===== src/design/a2_card_pkg.sv =====
/*
 * Apple II slot-card shared definitions
 * Address word views, bus constants and card register indices
 */

package a2_card_pkg;

    // ======================================================================
    // Apple address word
    // ======================================================================

    // I/O page split of an address: C0 page, device nibble, register nibble
    typedef struct packed {
        logic [7:0] page;
        logic [3:0] dev;
        logic [3:0] reg_sel;
    } a2_io_addr_t;

    // Raw for exact soft-switch matches, io for slot decode
    typedef union packed {
        logic [15:0] raw;
        a2_io_addr_t io;
    } a2_addr_u;

    // ======================================================================
    // Bus constants
    // ======================================================================

    localparam logic [7:0]  IO_PAGE       = 8'hC0;
    localparam logic [3:0]  DEV_SLOT_BASE = 4'd8;     // Slot n decodes at C0(8+n)x
    localparam logic [15:0] SPEAKER_ADDR  = 16'hC030; // Speaker toggle soft switch

    // Card register indices
    localparam logic [3:0] REG_AUDIO = 4'd14;         // Audio level byte
    localparam logic [3:0] REG_IRQ   = 4'd15;         // Bit 0 requests IRQ

    // Mixed audio holds three 8-bit sources
    localparam int AUDIO_W   = 10;
    localparam int NUM_CARDS = 2;

endpackage


===== src/design/a2_audio_mix.sv =====
/*
 * Audio mixer
 * Apple speaker toggle plus registered sum of speaker and card levels
 */

module a2_audio_mix (
    input  logic                                   clk_logic_w,
    input  logic                                   arst,
    input  logic                                   rst_i,
    input  a2_card_pkg::a2_addr_u                  addr_i,
    input  logic                                   access_stb_i,
    input  logic                                   sw_speaker_n_i,
    input  logic [a2_card_pkg::NUM_CARDS-1:0][7:0] level_i,
    output logic [a2_card_pkg::AUDIO_W-1:0]        audio_o
);

    localparam int AW = a2_card_pkg::AUDIO_W;

    logic          speaker_r;
    logic          spk_hit_w;
    logic [AW-1:0] sum_w;
    logic [AW-1:0] audio_r;

    // Any access to C030 flips the cone, read or write
    assign spk_hit_w = access_stb_i && !sw_speaker_n_i &&
                       (addr_i.raw == a2_card_pkg::SPEAKER_ADDR);

    always_comb begin
        sum_w = AW'({8{speaker_r}});                // Speaker is 0 or 255
        for (int i = 0; i < a2_card_pkg::NUM_CARDS; i++) begin
            sum_w = sum_w + AW'(level_i[i]);
        end
    end

    always_ff @(posedge clk_logic_w or posedge arst) begin
        if (arst) begin
            speaker_r <= 1'b0;
            audio_r   <= '0;
        end else if (rst_i) begin
            speaker_r <= 1'b0;
            audio_r   <= '0;
        end else begin
            if (spk_hit_w) begin
                speaker_r <= ~speaker_r;
            end
            audio_r <= sum_w;
        end
    end

    assign audio_o = audio_r;

endmodule


===== src/design/a2_bus_arbiter.sv =====
/*
 * Apple data bus and IRQ arbiter
 * Lowest-indexed reading card owns the bus, interrupts are wire-ORed
 */

module a2_bus_arbiter (
    input  logic [a2_card_pkg::NUM_CARDS-1:0]      rd_en_i,
    input  logic [a2_card_pkg::NUM_CARDS-1:0][7:0] rd_data_i,
    input  logic [a2_card_pkg::NUM_CARDS-1:0]      irq_i,
    output logic [7:0]                             a2_d_o,
    output logic                                   a2_d_oe_o,
    output logic                                   a2_irq_n_o
);

    logic [7:0] bus_data_w;

    // Walk down from the last card so index 0 wins
    always_comb begin
        bus_data_w = '0;
        for (int i = a2_card_pkg::NUM_CARDS - 1; i >= 0; i--) begin
            if (rd_en_i[i]) begin
                bus_data_w = rd_data_i[i];
            end
        end
    end

    assign a2_d_o     = bus_data_w;
    assign a2_d_oe_o  = |rd_en_i;
    assign a2_irq_n_o = ~|irq_i;  // Active low, any card pulls it

endmodule


===== src/design/a2_bus_sync.sv =====
/*
 * Apple II bus sampler
 * Synchronizes phi1, turns its edges into strobes, captures address and data
 */

module a2_bus_sync (
    input  logic                  clk_logic_w,
    input  logic                  arst,
    input  logic                  rst_i,
    input  logic                  a2_phi1_i,
    input  logic [15:0]           a2_addr_i,
    input  logic                  a2_rw_n_i,
    input  logic [7:0]            a2_d_i,
    output a2_card_pkg::a2_addr_u addr_o,
    output logic                  rw_n_o,
    output logic [7:0]            wr_data_o,
    output logic                  access_stb_o,
    output logic                  end_stb_o,
    output logic                  wr_stb_o
);

    logic [2:0] phi1_sync_r;   // [1:0] synchronizer, [2] previous value
    logic       phi1_fall_w;
    logic       phi1_rise_w;

    a2_card_pkg::a2_addr_u addr_r;
    logic                  rw_n_r;
    logic [7:0]            wr_data_r;
    logic                  access_stb_r;
    logic                  end_stb_r;
    logic                  wr_stb_r;

    always_ff @(posedge clk_logic_w or posedge arst) begin
        if (arst) begin
            phi1_sync_r <= '0;
        end else begin
            phi1_sync_r <= {phi1_sync_r[1:0], a2_phi1_i};
        end
    end

    assign phi1_fall_w = phi1_sync_r[2] & ~phi1_sync_r[1]; // phi0 starts
    assign phi1_rise_w = ~phi1_sync_r[2] & phi1_sync_r[1]; // phi0 ends

    // ======================================================================
    // Strobes and capture
    // ======================================================================

    always_ff @(posedge clk_logic_w or posedge arst) begin
        if (arst) begin
            addr_r       <= '0;
            rw_n_r       <= 1'b1;
            wr_data_r    <= '0;
            access_stb_r <= 1'b0;
            end_stb_r    <= 1'b0;
            wr_stb_r     <= 1'b0;
        end else if (rst_i) begin
            access_stb_r <= 1'b0;
            end_stb_r    <= 1'b0;
            wr_stb_r     <= 1'b0;
        end else begin
            access_stb_r <= phi1_fall_w;
            end_stb_r    <= phi1_rise_w;
            wr_stb_r     <= phi1_rise_w & ~rw_n_r;
            if (phi1_fall_w) begin
                addr_r <= a2_addr_i;
                rw_n_r <= a2_rw_n_i;
            end
            // CPU data is only valid late in phi0
            if (phi1_rise_w && !rw_n_r) begin
                wr_data_r <= a2_d_i;
            end
        end
    end

    assign addr_o       = addr_r;
    assign rw_n_o       = rw_n_r;
    assign wr_data_o    = wr_data_r;
    assign access_stb_o = access_stb_r;
    assign end_stb_o    = end_stb_r;
    assign wr_stb_o     = wr_stb_r;

endmodule


===== src/design/a2_card_top.sv =====
/*
 * Apple II peripheral card core
 * Bus sampling, two slot cards, bus arbitration, audio mixing and LEDs
 */

module a2_card_top #(
    parameter int RESET_CYCLES     = 100,
    parameter int HEARTBEAT_CYCLES = 10_000_000,
    parameter int ACT_LED_BIT      = 10,
    parameter int SLOT_0           = 3,
    parameter int SLOT_1           = 4
) (
    input  logic                              clk_logic_w,
    input  logic                              arst,

    // Apple II bus
    input  logic                              a2_phi1_i,
    input  logic [15:0]                       a2_addr_i,
    input  logic                              a2_rw_n_i,
    input  logic [7:0]                        a2_d_i,
    input  logic                              a2_reset_n_i,

    input  logic                              sw_speaker_n_i, // DIP switch, 0 = speaker on

    output logic [7:0]                        a2_d_o,
    output logic                              a2_d_oe_o,
    output logic                              a2_irq_n_o,
    output logic [a2_card_pkg::AUDIO_W-1:0]   audio_o,
    output logic [1:0]                        led_o
);

    logic dev_rst_w;
    logic sys_rst_w;

    // Sampled bus
    a2_card_pkg::a2_addr_u addr_w;
    logic                  rw_n_w;
    logic [7:0]            wr_data_w;
    logic                  access_stb_w;
    logic                  end_stb_w;
    logic                  wr_stb_w;

    // Per-card outputs, index 0 has bus priority
    logic [a2_card_pkg::NUM_CARDS-1:0]       rd_en_w;
    logic [a2_card_pkg::NUM_CARDS-1:0][7:0]  rd_data_w;
    logic [a2_card_pkg::NUM_CARDS-1:0]       irq_w;
    logic [a2_card_pkg::NUM_CARDS-1:0][7:0]  level_w;

    a2_reset_gen #(
        .RESET_CYCLES(RESET_CYCLES)
    ) u_reset_gen (
        .clk_logic_w (clk_logic_w),
        .arst        (arst),
        .a2_reset_n_i(a2_reset_n_i),
        .dev_rst_o   (dev_rst_w),
        .sys_rst_o   (sys_rst_w)
    );

    a2_bus_sync u_bus_sync (
        .clk_logic_w (clk_logic_w),
        .arst        (arst),
        .rst_i       (sys_rst_w),
        .a2_phi1_i   (a2_phi1_i),
        .a2_addr_i   (a2_addr_i),
        .a2_rw_n_i   (a2_rw_n_i),
        .a2_d_i      (a2_d_i),
        .addr_o      (addr_w),
        .rw_n_o      (rw_n_w),
        .wr_data_o   (wr_data_w),
        .access_stb_o(access_stb_w),
        .end_stb_o   (end_stb_w),
        .wr_stb_o    (wr_stb_w)
    );

    // ======================================================================
    // Slot cards
    // ======================================================================

    a2_io_card #(
        .SLOT(SLOT_0)
    ) u_card_0 (
        .clk_logic_w (clk_logic_w),
        .arst        (arst),
        .rst_i       (sys_rst_w),
        .addr_i      (addr_w),
        .rw_n_i      (rw_n_w),
        .wr_data_i   (wr_data_w),
        .access_stb_i(access_stb_w),
        .end_stb_i   (end_stb_w),
        .wr_stb_i    (wr_stb_w),
        .rd_en_o     (rd_en_w[0]),
        .rd_data_o   (rd_data_w[0]),
        .irq_o       (irq_w[0]),
        .level_o     (level_w[0])
    );

    a2_io_card #(
        .SLOT(SLOT_1)
    ) u_card_1 (
        .clk_logic_w (clk_logic_w),
        .arst        (arst),
        .rst_i       (sys_rst_w),
        .addr_i      (addr_w),
        .rw_n_i      (rw_n_w),
        .wr_data_i   (wr_data_w),
        .access_stb_i(access_stb_w),
        .end_stb_i   (end_stb_w),
        .wr_stb_i    (wr_stb_w),
        .rd_en_o     (rd_en_w[1]),
        .rd_data_o   (rd_data_w[1]),
        .irq_o       (irq_w[1]),
        .level_o     (level_w[1])
    );

    a2_bus_arbiter u_bus_arbiter (
        .rd_en_i   (rd_en_w),
        .rd_data_i (rd_data_w),
        .irq_i     (irq_w),
        .a2_d_o    (a2_d_o),
        .a2_d_oe_o (a2_d_oe_o),
        .a2_irq_n_o(a2_irq_n_o)
    );

    a2_audio_mix u_audio_mix (
        .clk_logic_w   (clk_logic_w),
        .arst          (arst),
        .rst_i         (sys_rst_w),
        .addr_i        (addr_w),
        .access_stb_i  (access_stb_w),
        .sw_speaker_n_i(sw_speaker_n_i),
        .level_i       (level_w),
        .audio_o       (audio_o)
    );

    // LEDs keep running through an Apple bus reset
    a2_status_leds #(
        .HEARTBEAT_CYCLES(HEARTBEAT_CYCLES),
        .ACT_LED_BIT     (ACT_LED_BIT)
    ) u_status_leds (
        .clk_logic_w(clk_logic_w),
        .arst       (arst),
        .rst_i      (dev_rst_w),
        .end_stb_i  (end_stb_w),
        .led_o      (led_o)
    );

endmodule


===== src/design/a2_io_card.sv =====
/*
 * Slot I/O card
 * 16-byte register file at C0(8+SLOT)x with IRQ and audio level registers
 */

module a2_io_card #(
    parameter int SLOT = 3
) (
    input  logic                  clk_logic_w,
    input  logic                  arst,
    input  logic                  rst_i,
    input  a2_card_pkg::a2_addr_u addr_i,
    input  logic                  rw_n_i,
    input  logic [7:0]            wr_data_i,
    input  logic                  access_stb_i,
    input  logic                  end_stb_i,
    input  logic                  wr_stb_i,
    output logic                  rd_en_o,
    output logic [7:0]            rd_data_o,
    output logic                  irq_o,
    output logic [7:0]            level_o
);

    localparam logic [3:0] DEV_SEL = 4'(a2_card_pkg::DEV_SLOT_BASE + SLOT);

    logic [7:0] reg_file_r [16];
    logic       match_w;
    logic       rd_en_r;
    logic       irq_r;

    // Device select for this slot
    assign match_w = (addr_i.io.page == a2_card_pkg::IO_PAGE) &&
                     (addr_i.io.dev == DEV_SEL);

    always_ff @(posedge clk_logic_w or posedge arst) begin
        if (arst) begin
            for (int i = 0; i < 16; i++) begin
                reg_file_r[i] <= '0;
            end
        end else if (rst_i) begin
            for (int i = 0; i < 16; i++) begin
                reg_file_r[i] <= '0;
            end
        end else if (wr_stb_i && match_w) begin
            reg_file_r[addr_i.io.reg_sel] <= wr_data_i;
        end
    end

    // Read window spans phi0, through the end strobe
    always_ff @(posedge clk_logic_w or posedge arst) begin
        if (arst) begin
            rd_en_r <= 1'b0;
            irq_r   <= 1'b0;
        end else if (rst_i) begin
            rd_en_r <= 1'b0;
            irq_r   <= 1'b0;
        end else begin
            if (access_stb_i && match_w && rw_n_i) begin
                rd_en_r <= 1'b1;
            end else if (end_stb_i) begin
                rd_en_r <= 1'b0;
            end
            irq_r <= reg_file_r[a2_card_pkg::REG_IRQ][0];
        end
    end

    assign rd_en_o   = rd_en_r;
    assign rd_data_o = reg_file_r[addr_i.io.reg_sel]; // Address held through phi0
    assign irq_o     = irq_r;
    assign level_o   = reg_file_r[a2_card_pkg::REG_AUDIO];

endmodule


===== src/design/a2_reset_gen.sv =====
/*
 * Power-on reset generator
 * Holds the device reset after arst, then merges in the Apple bus reset
 */

module a2_reset_gen #(
    parameter int RESET_CYCLES = 100
) (
    input  logic clk_logic_w,
    input  logic arst,
    input  logic a2_reset_n_i,
    output logic dev_rst_o,
    output logic sys_rst_o
);

    localparam int CNT_W = $clog2(RESET_CYCLES + 1);

    logic [CNT_W-1:0] rst_cnt_r;
    logic             dev_rst_r;
    logic [1:0]       a2_reset_n_sync_r; // Apple reset, two-flop sampled

    always_ff @(posedge clk_logic_w or posedge arst) begin
        if (arst) begin
            rst_cnt_r <= '0;
            dev_rst_r <= 1'b1;
        end else if (dev_rst_r) begin
            if (rst_cnt_r == CNT_W'(RESET_CYCLES - 1)) begin
                dev_rst_r <= 1'b0;                  // Count done, release
            end else begin
                rst_cnt_r <= rst_cnt_r + 1'b1;
            end
        end
    end

    always_ff @(posedge clk_logic_w or posedge arst) begin
        if (arst) begin
            a2_reset_n_sync_r <= 2'b00;            // Treat Apple as in reset
        end else begin
            a2_reset_n_sync_r <= {a2_reset_n_sync_r[0], a2_reset_n_i};
        end
    end

    assign dev_rst_o = dev_rst_r;
    assign sys_rst_o = dev_rst_r | ~a2_reset_n_sync_r[1];

endmodule


===== src/design/a2_status_leds.sv =====
/*
 * Status LEDs
 * Heartbeat blinker and phi1 activity indicator
 */

module a2_status_leds #(
    parameter int HEARTBEAT_CYCLES = 10_000_000,
    parameter int ACT_LED_BIT      = 10
) (
    input  logic       clk_logic_w,
    input  logic       arst,
    input  logic       rst_i,
    input  logic       end_stb_i,
    output logic [1:0] led_o
);

    localparam int HB_W = $clog2(HEARTBEAT_CYCLES + 1);

    logic [HB_W-1:0]      hb_cnt_r;
    logic                 hb_led_r;
    logic [ACT_LED_BIT:0] act_cnt_r;   // Counts phi1 rising edges

    always_ff @(posedge clk_logic_w or posedge arst) begin
        if (arst) begin
            hb_cnt_r  <= '0;
            hb_led_r  <= 1'b0;
            act_cnt_r <= '0;
        end else if (rst_i) begin
            hb_cnt_r  <= '0;
            hb_led_r  <= 1'b0;
            act_cnt_r <= '0;
        end else begin
            if (hb_cnt_r == HB_W'(HEARTBEAT_CYCLES - 1)) begin
                hb_cnt_r <= '0;
                hb_led_r <= ~hb_led_r;
            end else begin
                hb_cnt_r <= hb_cnt_r + 1'b1;
            end
            if (end_stb_i) begin
                act_cnt_r <= act_cnt_r + 1'b1;
            end
        end
    end

    assign led_o = {act_cnt_r[ACT_LED_BIT], hb_led_r};

endmodule


===== config.mk =====
export PLATFORM = sky130hd
export DESIGN_NAME = a2_card_top
export DESIGN_NICKNAME = d
export VERILOG_FILES = /design/src/design/a2_card_pkg.sv /design/src/design/a2_audio_mix.sv /design/src/design/a2_bus_arbiter.sv /design/src/design/a2_bus_sync.sv /design/src/design/a2_card_top.sv /design/src/design/a2_io_card.sv /design/src/design/a2_reset_gen.sv /design/src/design/a2_status_leds.sv
export SDC_FILE = /design/constraint.sdc
export NUM_CORES = 1
export LEC_CHECK = 0
export BUFFER_PORTS_ARGS = -buffer_cell sky130_fd_sc_hd__buf_2
export CORE_ASPECT_RATIO = 2
export CORE_MARGIN = 1.5
export CORE_UTILIZATION = 58
export DETAILED_ROUTE_END_ITERATION = 10
export GPL_TIMING_DRIVEN = 0
export PLACE_DENSITY = 0.77
export REMOVE_ABC_BUFFERS = 1
export SYNTH_ARGS = -nofsm -noshare
export SYNTH_HDL_FRONTEND = slang
export SYNTH_SLANG_ARGS = --single-unit

===== constraint.sdc =====
create_clock -name clk_logic_w -period 27.1 [get_ports clk_logic_w]
set_clock_uncertainty 0.05 [all_clocks]
set_input_delay 2.71 -clock clk_logic_w [delete_from_list [all_inputs] [get_ports clk_logic_w]]
set_output_delay 2.71 -clock clk_logic_w [all_outputs]
set_load 0.03 [all_outputs]

# Yosys cells after proc, flatten, opt, wreduce, memory -nomap -nowiden
# Index checks and enable logic that the tools add are counted.
[word_totals] input_bits=30 reg_bits=348 output_inout_bits=22 elab_cells=141
[classes] reduce_logical=27 bitwise_logic=13 mux=37 magnitude_cmp=2 n_addsub=5 n_eq_ne=6
[op_table] op="two-way mux 128 bit" count=4
[op_table] op="bitwise mux 128 bit" count=2
[op_table] op="binary-select mux 8 bit (select 4 bit)" count=2
[op_table] op="two-way mux 8 bit" count=7
[op_table] op="two-way mux 24 bit" count=2
[op_table] op="demux 8 bit (select 4 bit)" count=1
[op_table] op="adder 24 x 1 -> 24 bit (second input constant)" count=1
[op_table] op="== test 24 bit (second input constant)" count=1
[op_table] op="two-way mux 11 bit" count=2
[op_table] op="== test 16 bit (second input constant)" count=1
[op_table] op="two-way mux 1 bit" count=16
[op_table] op="logical AND 1 bit" count=12
[op_table] op="adder 11 x 1 -> 11 bit (second input constant)" count=1
[op_table] op="adder 10 x 8 -> 10 bit" count=1
[op_table] op="two-way mux 10 bit" count=1
[op_table] op="nonzero test 2 bit" count=5
[op_table] op="adder 8 x 8 -> 9 bit" count=1
[op_table] op="== test 4 bit (second input constant)" count=2
[op_table] op="== test 8 bit (second input constant)" count=1
[op_table] op="inverter 1 bit" count=8
[op_table] op="adder 7 x 1 -> 7 bit (second input constant)" count=1
[op_table] op="== test 7 bit (second input constant)" count=1
[op_table] op="AND reduction 2 bit" count=3
[op_table] op="nonzero test 3 bit" count=2
[op_table] op="7 further kinds" count=12

# Logic depth before layout (Yosys ltp)
# Gate-level depths: netlist of run 1.
[logic_depth] ltp_word=8 mapped_depth=13 ltp_nobuf=13

# By module
# A second synthesis of run 1 with hierarchy kept.
[unflattened] cells_unflattened=1464 area_unflattened_um2=18192.4
[modules_own_cells] module="a2_io_card (u_card_1)" instances=1 seq_area_each_um2=3253.1 cells_per_inst=543 area_per_inst_um2=6951.7
[modules_own_cells] module="a2_io_card (u_card_0)" instances=1 seq_area_each_um2=3253.1 cells_per_inst=541 area_per_inst_um2=6861.6
[modules_own_cells] module="a2_status_leds" instances=1 seq_area_each_um2=900.9 cells_per_inst=185 area_per_inst_um2=1843.0
[modules_own_cells] module="a2_bus_sync" instances=1 seq_area_each_um2=777.0 cells_per_inst=62 area_per_inst_um2=1117.3
[modules_own_cells] module="a2_audio_mix" instances=1 seq_area_each_um2=275.3 cells_per_inst=84 area_per_inst_um2=872.1
[modules_own_cells] module="a2_reset_gen" instances=1 seq_area_each_um2=251.5 cells_per_inst=33 area_per_inst_um2=434.2
[modules_own_cells] module="a2_bus_arbiter" instances=1 seq_area_each_um2=0.0 cells_per_inst=16 area_per_inst_um2=112.6

# Least setup slack after synthesis of run 1
# No wires, ideal clock.
[synth_timing] path_kind="register -> output" from="register u_bus_sync.addr_r, in the netlist u_bus_sync.addr_o[1]" to="output port a2_d_o[0]" t_required_ns=24.340 path_slack_ns=22.331 n_path_buf=2 stages_incl_launch_ff=6 arrival_ns=2.009 cell_sequence="dfrtp_1 -> clkbuf_1 -> buf_1 -> mux4_2 -> a221oi_1 -> nand3_1"
[synth_between] elab_chain_cells=6 word_cells_on_any_way=9
[synth_lines] item="start: declaration" line="a2_bus_sync.sv:26" text="a2_card_pkg::a2_addr_u addr_r;"
[synth_lines] item="start signal: assignment" line="a2_bus_sync.sv:65" text="addr_r <= a2_addr_i;"
[synth_lines] item="inverter 4 -> 5 bit (not written as such) *" line="a2_io_card.sv:68" text="assign rd_data_o = reg_file_r[addr_i.io.reg_sel];"
[synth_lines] item="binary-select mux 8 bit (select 4 bit)" line="a2_io_card.sv:68"
[synth_lines] item="two-way mux 8 bit (not written as such) (2 in a row)" line="a2_io_card.sv:68"
[synth_lines] item="two-way mux 8 bit" line="a2_bus_arbiter.sv:21" text="if (rd_en_i[i]) begin"
[synth_lines] item="two-way mux 8 bit *" line="a2_bus_arbiter.sv:21"
[synth_lines] item="end: declaration" line="a2_card_top.sv:25" text="output logic [7:0] a2_d_o,"
# Every way passes the cells marked *; elsewhere a longest branch is shown, timed or not. The select of a mux whose other input is x is not followed.

# Final worst setup path of run 1
[layout_timing] from="register u_bus_sync.addr_r, in the netlist u_bus_sync.addr_o[0]" to="output port a2_d_o[6]"
# The elaborated chain is that of the path after synthesis.

==> results.py, run 1 <==
metrics = {
    "floorplanning": {
        "num_rows": 87,
        "dieArea_mm2": 0.02942,
        "core-area_mm2": 0.02808,
        "die_height_um": 241.1,
        "dieWidth_um": 122.0,
        "ios": 52,
        "initial_core_util_pct": 58.54,
    },
    "timing": {
        "fmax_ghz": 0.1574,
        "rsz0062_at_grt": "false",
        "setup_viol": 0,
        "final-hold-violation-count": 0,
        "tightest_slew_ns": 1.244,
        "period_needed_ns": 6.354,
        "totalNegativeSetupSlack_ns": 0,
        "slew_headroom_pct": 17.05,
        "fin_crit_sh_pct": 23.45,
        "whs_ns": 0.3047,
        "timing.final.ws_setup_ns": 20.75,
        "slew_violations": 0,
    },
    "placed_design": {
        "gp_congestion": 0.9620,
        "port_buffers": 51,
        "hpwl_um": 27930,
        "pre_cts_slack_ns": 21.59,
    },
    "worst_setup_path": {
        "path_delay_family": "flip-flops",
        "critPathMaxFanout": 50,
        "worstSetupEndpointType": "primary output",
        "required_ns": 24.34,
        "arrival_ns": 3.59,
        "critical_path_class": "reg2out",
        "critical_path.max_stage_delay_ns": 0.85,
        "cp-start-kind": "flop",
        "cpMaxStageDelayCell": "dfrtp_4",
        "path_cells": "buf_16 > mux4_2 > a22oi_1 > nand4_1 > buf_2",
        "path_buf_inv": 2,
    },
    "drt": {
        "routed-via-count": 11930,
        "ant_nets": 0,
        "first_iter_violations": 866,
        "wl_um": 41440,
        "firstDrtPassIters": 5,
        "avgRoutedWirePerCell_um": 22.37,
        "vias_per_cell": 6.444,
        "drcViolationCount": 0,
    },
    "synth": {
        "yosys_warnings": 0,
        "synthTopCellsByArea": "dfrtp_1 (53%), mux4_2 (8.1%), nand3_1 (5.7%)",
        "synth_area_mm2": 0.01644,
        "yosys.area.top_type": "dfrtp_1",
        "ys_seq_area_share_pct": 52.99,
        "ys_types": 61,
        "synthArstFlopShare_pct": 100.0,
        "synthTopCellsByCount": "dfrtp_1 (346), nand3_1 (186), o21ai_0 (185)",
        "syn_inst": 1509,
        "synth_edf_count": 0,
        "synth_top_area_share_pct": 52.67,
        "ys.flop_type": "dfrtp_1",
        "avgSynthCellArea_um2": 10.89,
        "yosysMostFrequentCell": "dfrtp_1",
        "ys_ff_latch": 348,
    },
    "global_route": {
        "grt_overflow_total": 0,
        "grt_pass1_wl_um": 65680,
        "grt_use_met1_pct": 32.80,
        "grt_max_degree": 138,
        "first_global_vias": 12070,
        "met3_usage_pct": 4.135,
        "gr-usage-met2_pct": 51.07,
        "grt_busiest_layer": "met2",
        "grt_util_all_layers_pct": 29.36,
        "grt_antenna_before_repair": 0,
    },
    "cells_and_area": {
        "layout.nets": 1525,
        "syn_to_final_growth_pct": 8.699,
        "post-route-util_pct": 63.63,
        "drive_above_1_share_pct": 16.04,
        "n_antenna_cell": 0,
    },
    "pwr": {
        "p_per_area_mw_per_mm2": 62.20,
        "power.internal_uw": 811.5,
        "p_clk_share_pct": 39.9,
        "peakVddDrop_uv": 55.14,
        "total_power_mw": 1.112,
        "leakagePower_nw": 7.616,
        "power_frac_comb_pct": 8.5,
        "seq_power_share_pct": 51.7,
        "p_sw_share_pct": 27.00,
        "p_sw_uw": 300.1,
    },
    "run_status": {
        "outcome": "complete, no violations",
    },
    "job": {
        "maxCapViolCount": 0,
    },
    "cts": {
        "worstSkewPairLatency_ns": 0.60,
        "clkSlewWorstSetupHoldPaths_ns": 0.07,
        "cts_tree": "built",
        "cts_num_sinks": 348,
        "numCtsBuffers": 30,
        "cts.path.max_buffers": 3,
        "cts_hold_buffers": 0,
        "htree_levels": 1,
        "cts_setup_buffers": 0,
        "cts.repair.resized": 0,
        "cts_root_buf": "clkbuf_16",
    },
    "hold_path": {
        "hold_class": "reg2reg",
    },
}
==> kinds of logic after synthesis <==
kind of cell	Yosys count	synth area share, %
buf+inv	148	3.783
flops	348	52.99
compound gates	278	9.552
mux	151	13.87
xor+xnor	49	2.611
fa+ha+maj	22	1.766
simple gates	513	15.43
==> worst register-to-register path: stages, from the launching register on <==
cell and delay, ns:
dfrtp_1 0.52, ha_1 0.23, inv_1 0.05, fa_1 0.42, nor2b_1 0.20, o21a_1 0.13
nor2_1 0.04, xnor2_1 0.12, ha_1 0.37, nand3_1 0.09, o2111ai_1 0.39, nor2_1 0.07
or3b_2 0.47, a21oi_1 0.15
==> state kept, by name, indices dropped and copies added, names as in the netlist <==
| signal | cells |
|---|---|
| u_audio_mix.audio_o | 10 |
| u_audio_mix.speaker_r | 1 |
| u_bus_sync.access_stb_o | 1 |
| u_bus_sync.addr_o | 16 |
| u_bus_sync.end_stb_o | 1 |
| u_bus_sync.phi1_sync_r | 3 |
| u_bus_sync.rw_n_o | 1 |
| u_bus_sync.wr_data_o | 8 |
| u_bus_sync.wr_stb_o | 1 |
| u_card_0.irq_o | 1 |
| u_card_0.level_o | 8 |
| u_card_0.rd_en_o | 1 |
| u_card_0.reg_file_r | 120 |
| u_card_1.irq_o | 1 |
| u_card_1.level_o | 8 |
| u_card_1.rd_en_o | 1 |
| u_card_1.reg_file_r | 120 |
| u_reset_gen.a2_reset_n_sync_r | 2 |
| u_reset_gen.dev_rst_o | 1 |
| u_reset_gen.rst_cnt_r | 7 |
| u_status_leds.act_cnt_r | 11 |
| u_status_leds.hb_cnt_r | 24 |
| u_status_leds.hb_led_r | 1 |
==> routing by layer <==
metal	wire (um)	part of all wire, %	vias to the layer above
met4	3104	7.5	0
met1	14270	34	6002
met5	0	0	-
met2	21890	53	451
li1	-	-	5350
met3	2169	5.2	131
==> area by class of cell <==
class / count / area (um2)
fill: 2183 / 10210
sequential: 348 / 8717
multi-input combinational: 1013 / 7127
clock buffer: 39 / 824.5
timing repair buffer: 61 / 480.5
tap: 356 / 445.4
clock inverter: 16 / 196.4
inverter: 19 / 78.83
==> worst paths after layout <==
kind                                                                 start                                    endpoint  slack [ns]  cells after the start
worst min-delay path            u_reset_gen.a2_reset_n_sync_r[0]$_DFF_PP0_  u_reset_gen.a2_reset_n_sync_r[1]$_DFF_PP0_        0.30                      0
worst max register to register           u_audio_mix.speaker_r$_DFFE_PP0P_            u_audio_mix.audio_o[9]$_DFF_PP0_       23.73                     13
max in group asynchronous                                             arst         u_card_0.reg_file_r[79]$_DFFE_PP0P_       23.15                      4
min in group asynchronous                                             arst  u_reset_gen.a2_reset_n_sync_r[0]$_DFF_PP0_        2.21                      2
worst min register to register  u_reset_gen.a2_reset_n_sync_r[0]$_DFF_PP0_  u_reset_gen.a2_reset_n_sync_r[1]$_DFF_PP0_        0.30                      0
worst max-delay path                      u_bus_sync.addr_o[0]$_DFFE_PP0P_                                   a2_d_o[6]       20.75                      5
==> cells in the final DEF, fill, tap and decap left out, types with 20 or more instances in the layout <==
cell type	count
nor2_1	139
a21oi_1	34
o21ai_0	185
mux2i_1	67
mux2_2	25
nand4_1	25
xor2_1	25
xnor2_1	24
buf_2	51
dfrtp_1	343
a22oi_1	25
ha_1	20
clkbuf_16	30
nand2_1	75
mux4_2	59
nand3_1	186
==> power by group through the flow <==
| stage | clock (mW) | sequential, mW | combinational (mW) |
|---|---|---|---|
| after floorplan | 0 | 0.572 | 0.0554 |
| after global placement | 0 | 0.594 | 0.0780 |
| after detailed placement | 0 | 0.584 | 0.0937 |
| after CTS | 0.448 | 0.574 | 0.0942 |
| after global routing | 0.468 | 0.576 | 0.101 |
| final | 0.443 | 0.574 | 0.0943 |
==> per-stage QoR <==
step	std cells	area, um2
global placement	1787	16590
global route	1852	17870
detailed placement	1797	16850
floorplan	1380	15890
CTS	1852	17870
finish	1852	17870
Note: power is estimated with default switching activity, not from simulation.
==> run 2, diff against run 1 <==
CORE_UTILIZATION = 56   (was 58)
PLACE_DENSITY = 0.78   (was 0.77)
clock period = 5.5 ns   (was 27.1 ns; I/O delays follow)
==> results.py, run 2 (synthesis gave the netlist of run 1 again) <==
metrics = {
    "placed_design": {
        "pre_cts_slack_ns": 2.081,
        "dp.cells": 1801,
        "hpwl_um": 27910,
        "port_buffers": 51,
        "gp_congestion": 0.9714,
    },
    "worst_setup_path": {
        "required_ns": 4.90,
        "arrival_ns": 3.46,
        "cp-start-kind": "flop",
        "critPathMaxFanout": 44,
        "worstSetupEndpointType": "primary output",
        "cpMaxStageDelayCell": "dfrtp_2",
        "path_cells": "inv_1 > nor3b_1 > a22oi_1 > nand4_1 > buf_2",
        "critical_path_class": "reg2out",
        "critical_path.max_stage_delay_ns": 1.00,
    },
    "global_route": {
        "grt_busiest_layer": "met2",
        "grt_antenna_before_repair": 0,
        "grt_pass1_wl_um": 65140,
        "grt_use_met1_pct": 32.06,
        "met3_usage_pct": 3.548,
        "first_global_vias": 12180,
        "grt_max_degree": 138,
        "grt_overflow_total": 0,
        "gr-usage-met2_pct": 47.85,
        "grt_util_all_layers_pct": 28.07,
    },
    "pwr": {
        "power.internal_mw": 4.010,
        "p_per_area_mw_per_mm2": 306.7,
        "power_frac_comb_pct": 8.3,
        "p_clk_share_pct": 39.9,
        "p_sw_mw": 1.473,
        "p_sw_share_pct": 26.86,
        "seq_power_share_pct": 51.8,
        "leakagePower_nw": 7.618,
        "peakVddDrop_uv": 307.3,
    },
    "timing": {
        "period_needed_ns": 4.055,
        "fin_crit_sh_pct": 73.73,
        "slew_headroom_pct": 17.21,
        "tightest_slew_ns": 1.242,
        "whs_ns": 0.02041,
        "slew_violations": 0,
        "setup_viol": 0,
        "rsz0062_at_grt": "false",
        "timing.final.ws_setup_ns": 1.445,
        "fmax_ghz": 0.2466,
        "final-hold-violation-count": 0,
    },
    "hold_path": {
        "hold_class": "in2async",
    },
    "drt": {
        "vias_per_cell": 6.375,
        "firstDrtPassIters": 6,
        "avgRoutedWirePerCell_um": 22.23,
        "first_iter_violations": 967,
        "drcViolationCount": 0,
        "wl_um": 41300,
        "routed-via-count": 11850,
        "ant_nets": 0,
    },
    "cells_and_area": {
        "layout.nets": 1526,
        "syn_to_final_growth_pct": 8.729,
        "mostFrequentLayoutCells": "dfrtp_1 (343), nand3_1 (186), o21ai_0 (185)",
        "reg_top3": "u_card_0.reg_file_r x120, u_card_1.reg_file_r x120, u_status_leds.hb_cnt_r x24",
        "layout_commonest_cell": "dfrtp_1",
        "drive_above_1_share_pct": 15.75,
        "n_antenna_cell": 0,
        "fin_cells": 1858,
    },
    "floorplanning": {
        "die_height_um": 245.3,
        "num_rows": 88,
        "dieArea_mm2": 0.03046,
        "core-area_mm2": 0.02885,
        "dieWidth_um": 124.2,
        "initial_core_util_pct": 56.99,
        "ios": 52,
    },
    "cts": {
        "worstSkewPairLatency_ns": 0.59,
        "cts_root_buf": "clkbuf_16",
        "cts.path.max_buffers": 3,
        "htree_levels": 1,
        "cts.repair.resized": 0,
        "cts_num_sinks": 348,
        "numCtsBuffers": 30,
        "cts_setup_buffers": 0,
        "cts_tree": "built",
        "clkSlewWorstSetupHoldPaths_ns": 0.07,
    },
    "job": {
        "maxCapViolCount": 0,
    },
    "run_status": {
        "outcome": "complete, no violations",
    },
}
[run 2: changes by cell type in the layout (fill, tap and decap cells not counted), sizes merged]
| cell | previous run | this run |
|---|---|---|
| clkbuf | 39 | 45 |
| clkinv | 8 | 5 |
| clkinvlp | 3 | 2 |
| dlygate4sd3 | 0 | 1 |
| inv | 21 | 20 |
[run 2: metrics by stage]
step | area, um2 | util [%] | power, mW | TNS, ns
2_1_floorplan | 15890 | - | 3.090 | -2234.18
3_3_place_gp | 16590 | 57.53 | 3.307 | -4305.43
3_5_place_dp | 16860 | 58.44 | 3.339 | 0
4_1_cts | 17870 | 61.96 | 5.512 | 0
5_1_grt | 17870 | 61.96 | 5.645 | 0
6_report | 17870 | 61.96 | 5.483 | 0
[run 2: worst max-delay path: cells and delay by family, from the launching register on]
kind	cells	cell delay [ns]
AND/OR/NAND/NOR	2	0.96
AO/OA/AOI/OAI	1	0.27
flip-flops	1	1.00
buffers and inverters	2	0.62
[run 2: repair_timing]
| item | CTS | global route |
|---|---|---|
| hold endpoints to repair | 1 | 0 |
| setup endpoints to repair | 0 | 0 |
| hold buffers | 1 | 0 |
[run 2: worst paths after layout]
check	slack, ns	from	endpoint	cells after the start
worst min register to register	0.31	u_reset_gen.a2_reset_n_sync_r[0]$_DFF_PP0_	u_reset_gen.a2_reset_n_sync_r[1]$_DFF_PP0_	0
worst max-delay path	1.44	u_bus_sync.addr_o[1]$_DFFE_PP0P_	a2_d_o[5]	5
min in group clk_logic_w	0.03	a2_phi1_i	u_bus_sync.phi1_sync_r[0]$_DFF_PP0_	1
max in group asynchronous	4.25	arst	u_card_0.reg_file_r[64]$_DFFE_PP0P_	3
worst max register to register	2.16	u_audio_mix.speaker_r$_DFFE_PP0P_	u_audio_mix.audio_o[9]$_DFF_PP0_	13
worst min-delay path	0.02	arst	u_card_1.reg_file_r[34]$_DFFE_PP0P_	2
[run 2: layout make-up]
cell class,instances,area [um2]
clock buffers,45,857.1
clock inverters,11,150.1
fillers,2325,10970
inverters,19,78.83
multi-input cells,1013,7127
flip-flops and latches,348,8717
well taps,360,450.4
repair buffers,62,494.2
[run 2: routing by layer]
layer  vias to the layer above  routed length (um)
met5                         -                   0
met4                         0                3307
met3                       154                2255
met2                       455               21650
met1                      5911               14090
li1                       5325                   -
[run 2: power groups by stage]
stage,Combinational (mW),Clock (mW),Sequential (mW)
2_1_floorplan,0.273,0,2.82
3_3_place_gp,0.380,0,2.93
3_5_place_dp,0.454,0,2.89
4_1_cts,0.455,2.22,2.84
5_1_grt,0.490,2.30,2.85
6_report,0.455,2.19,2.84
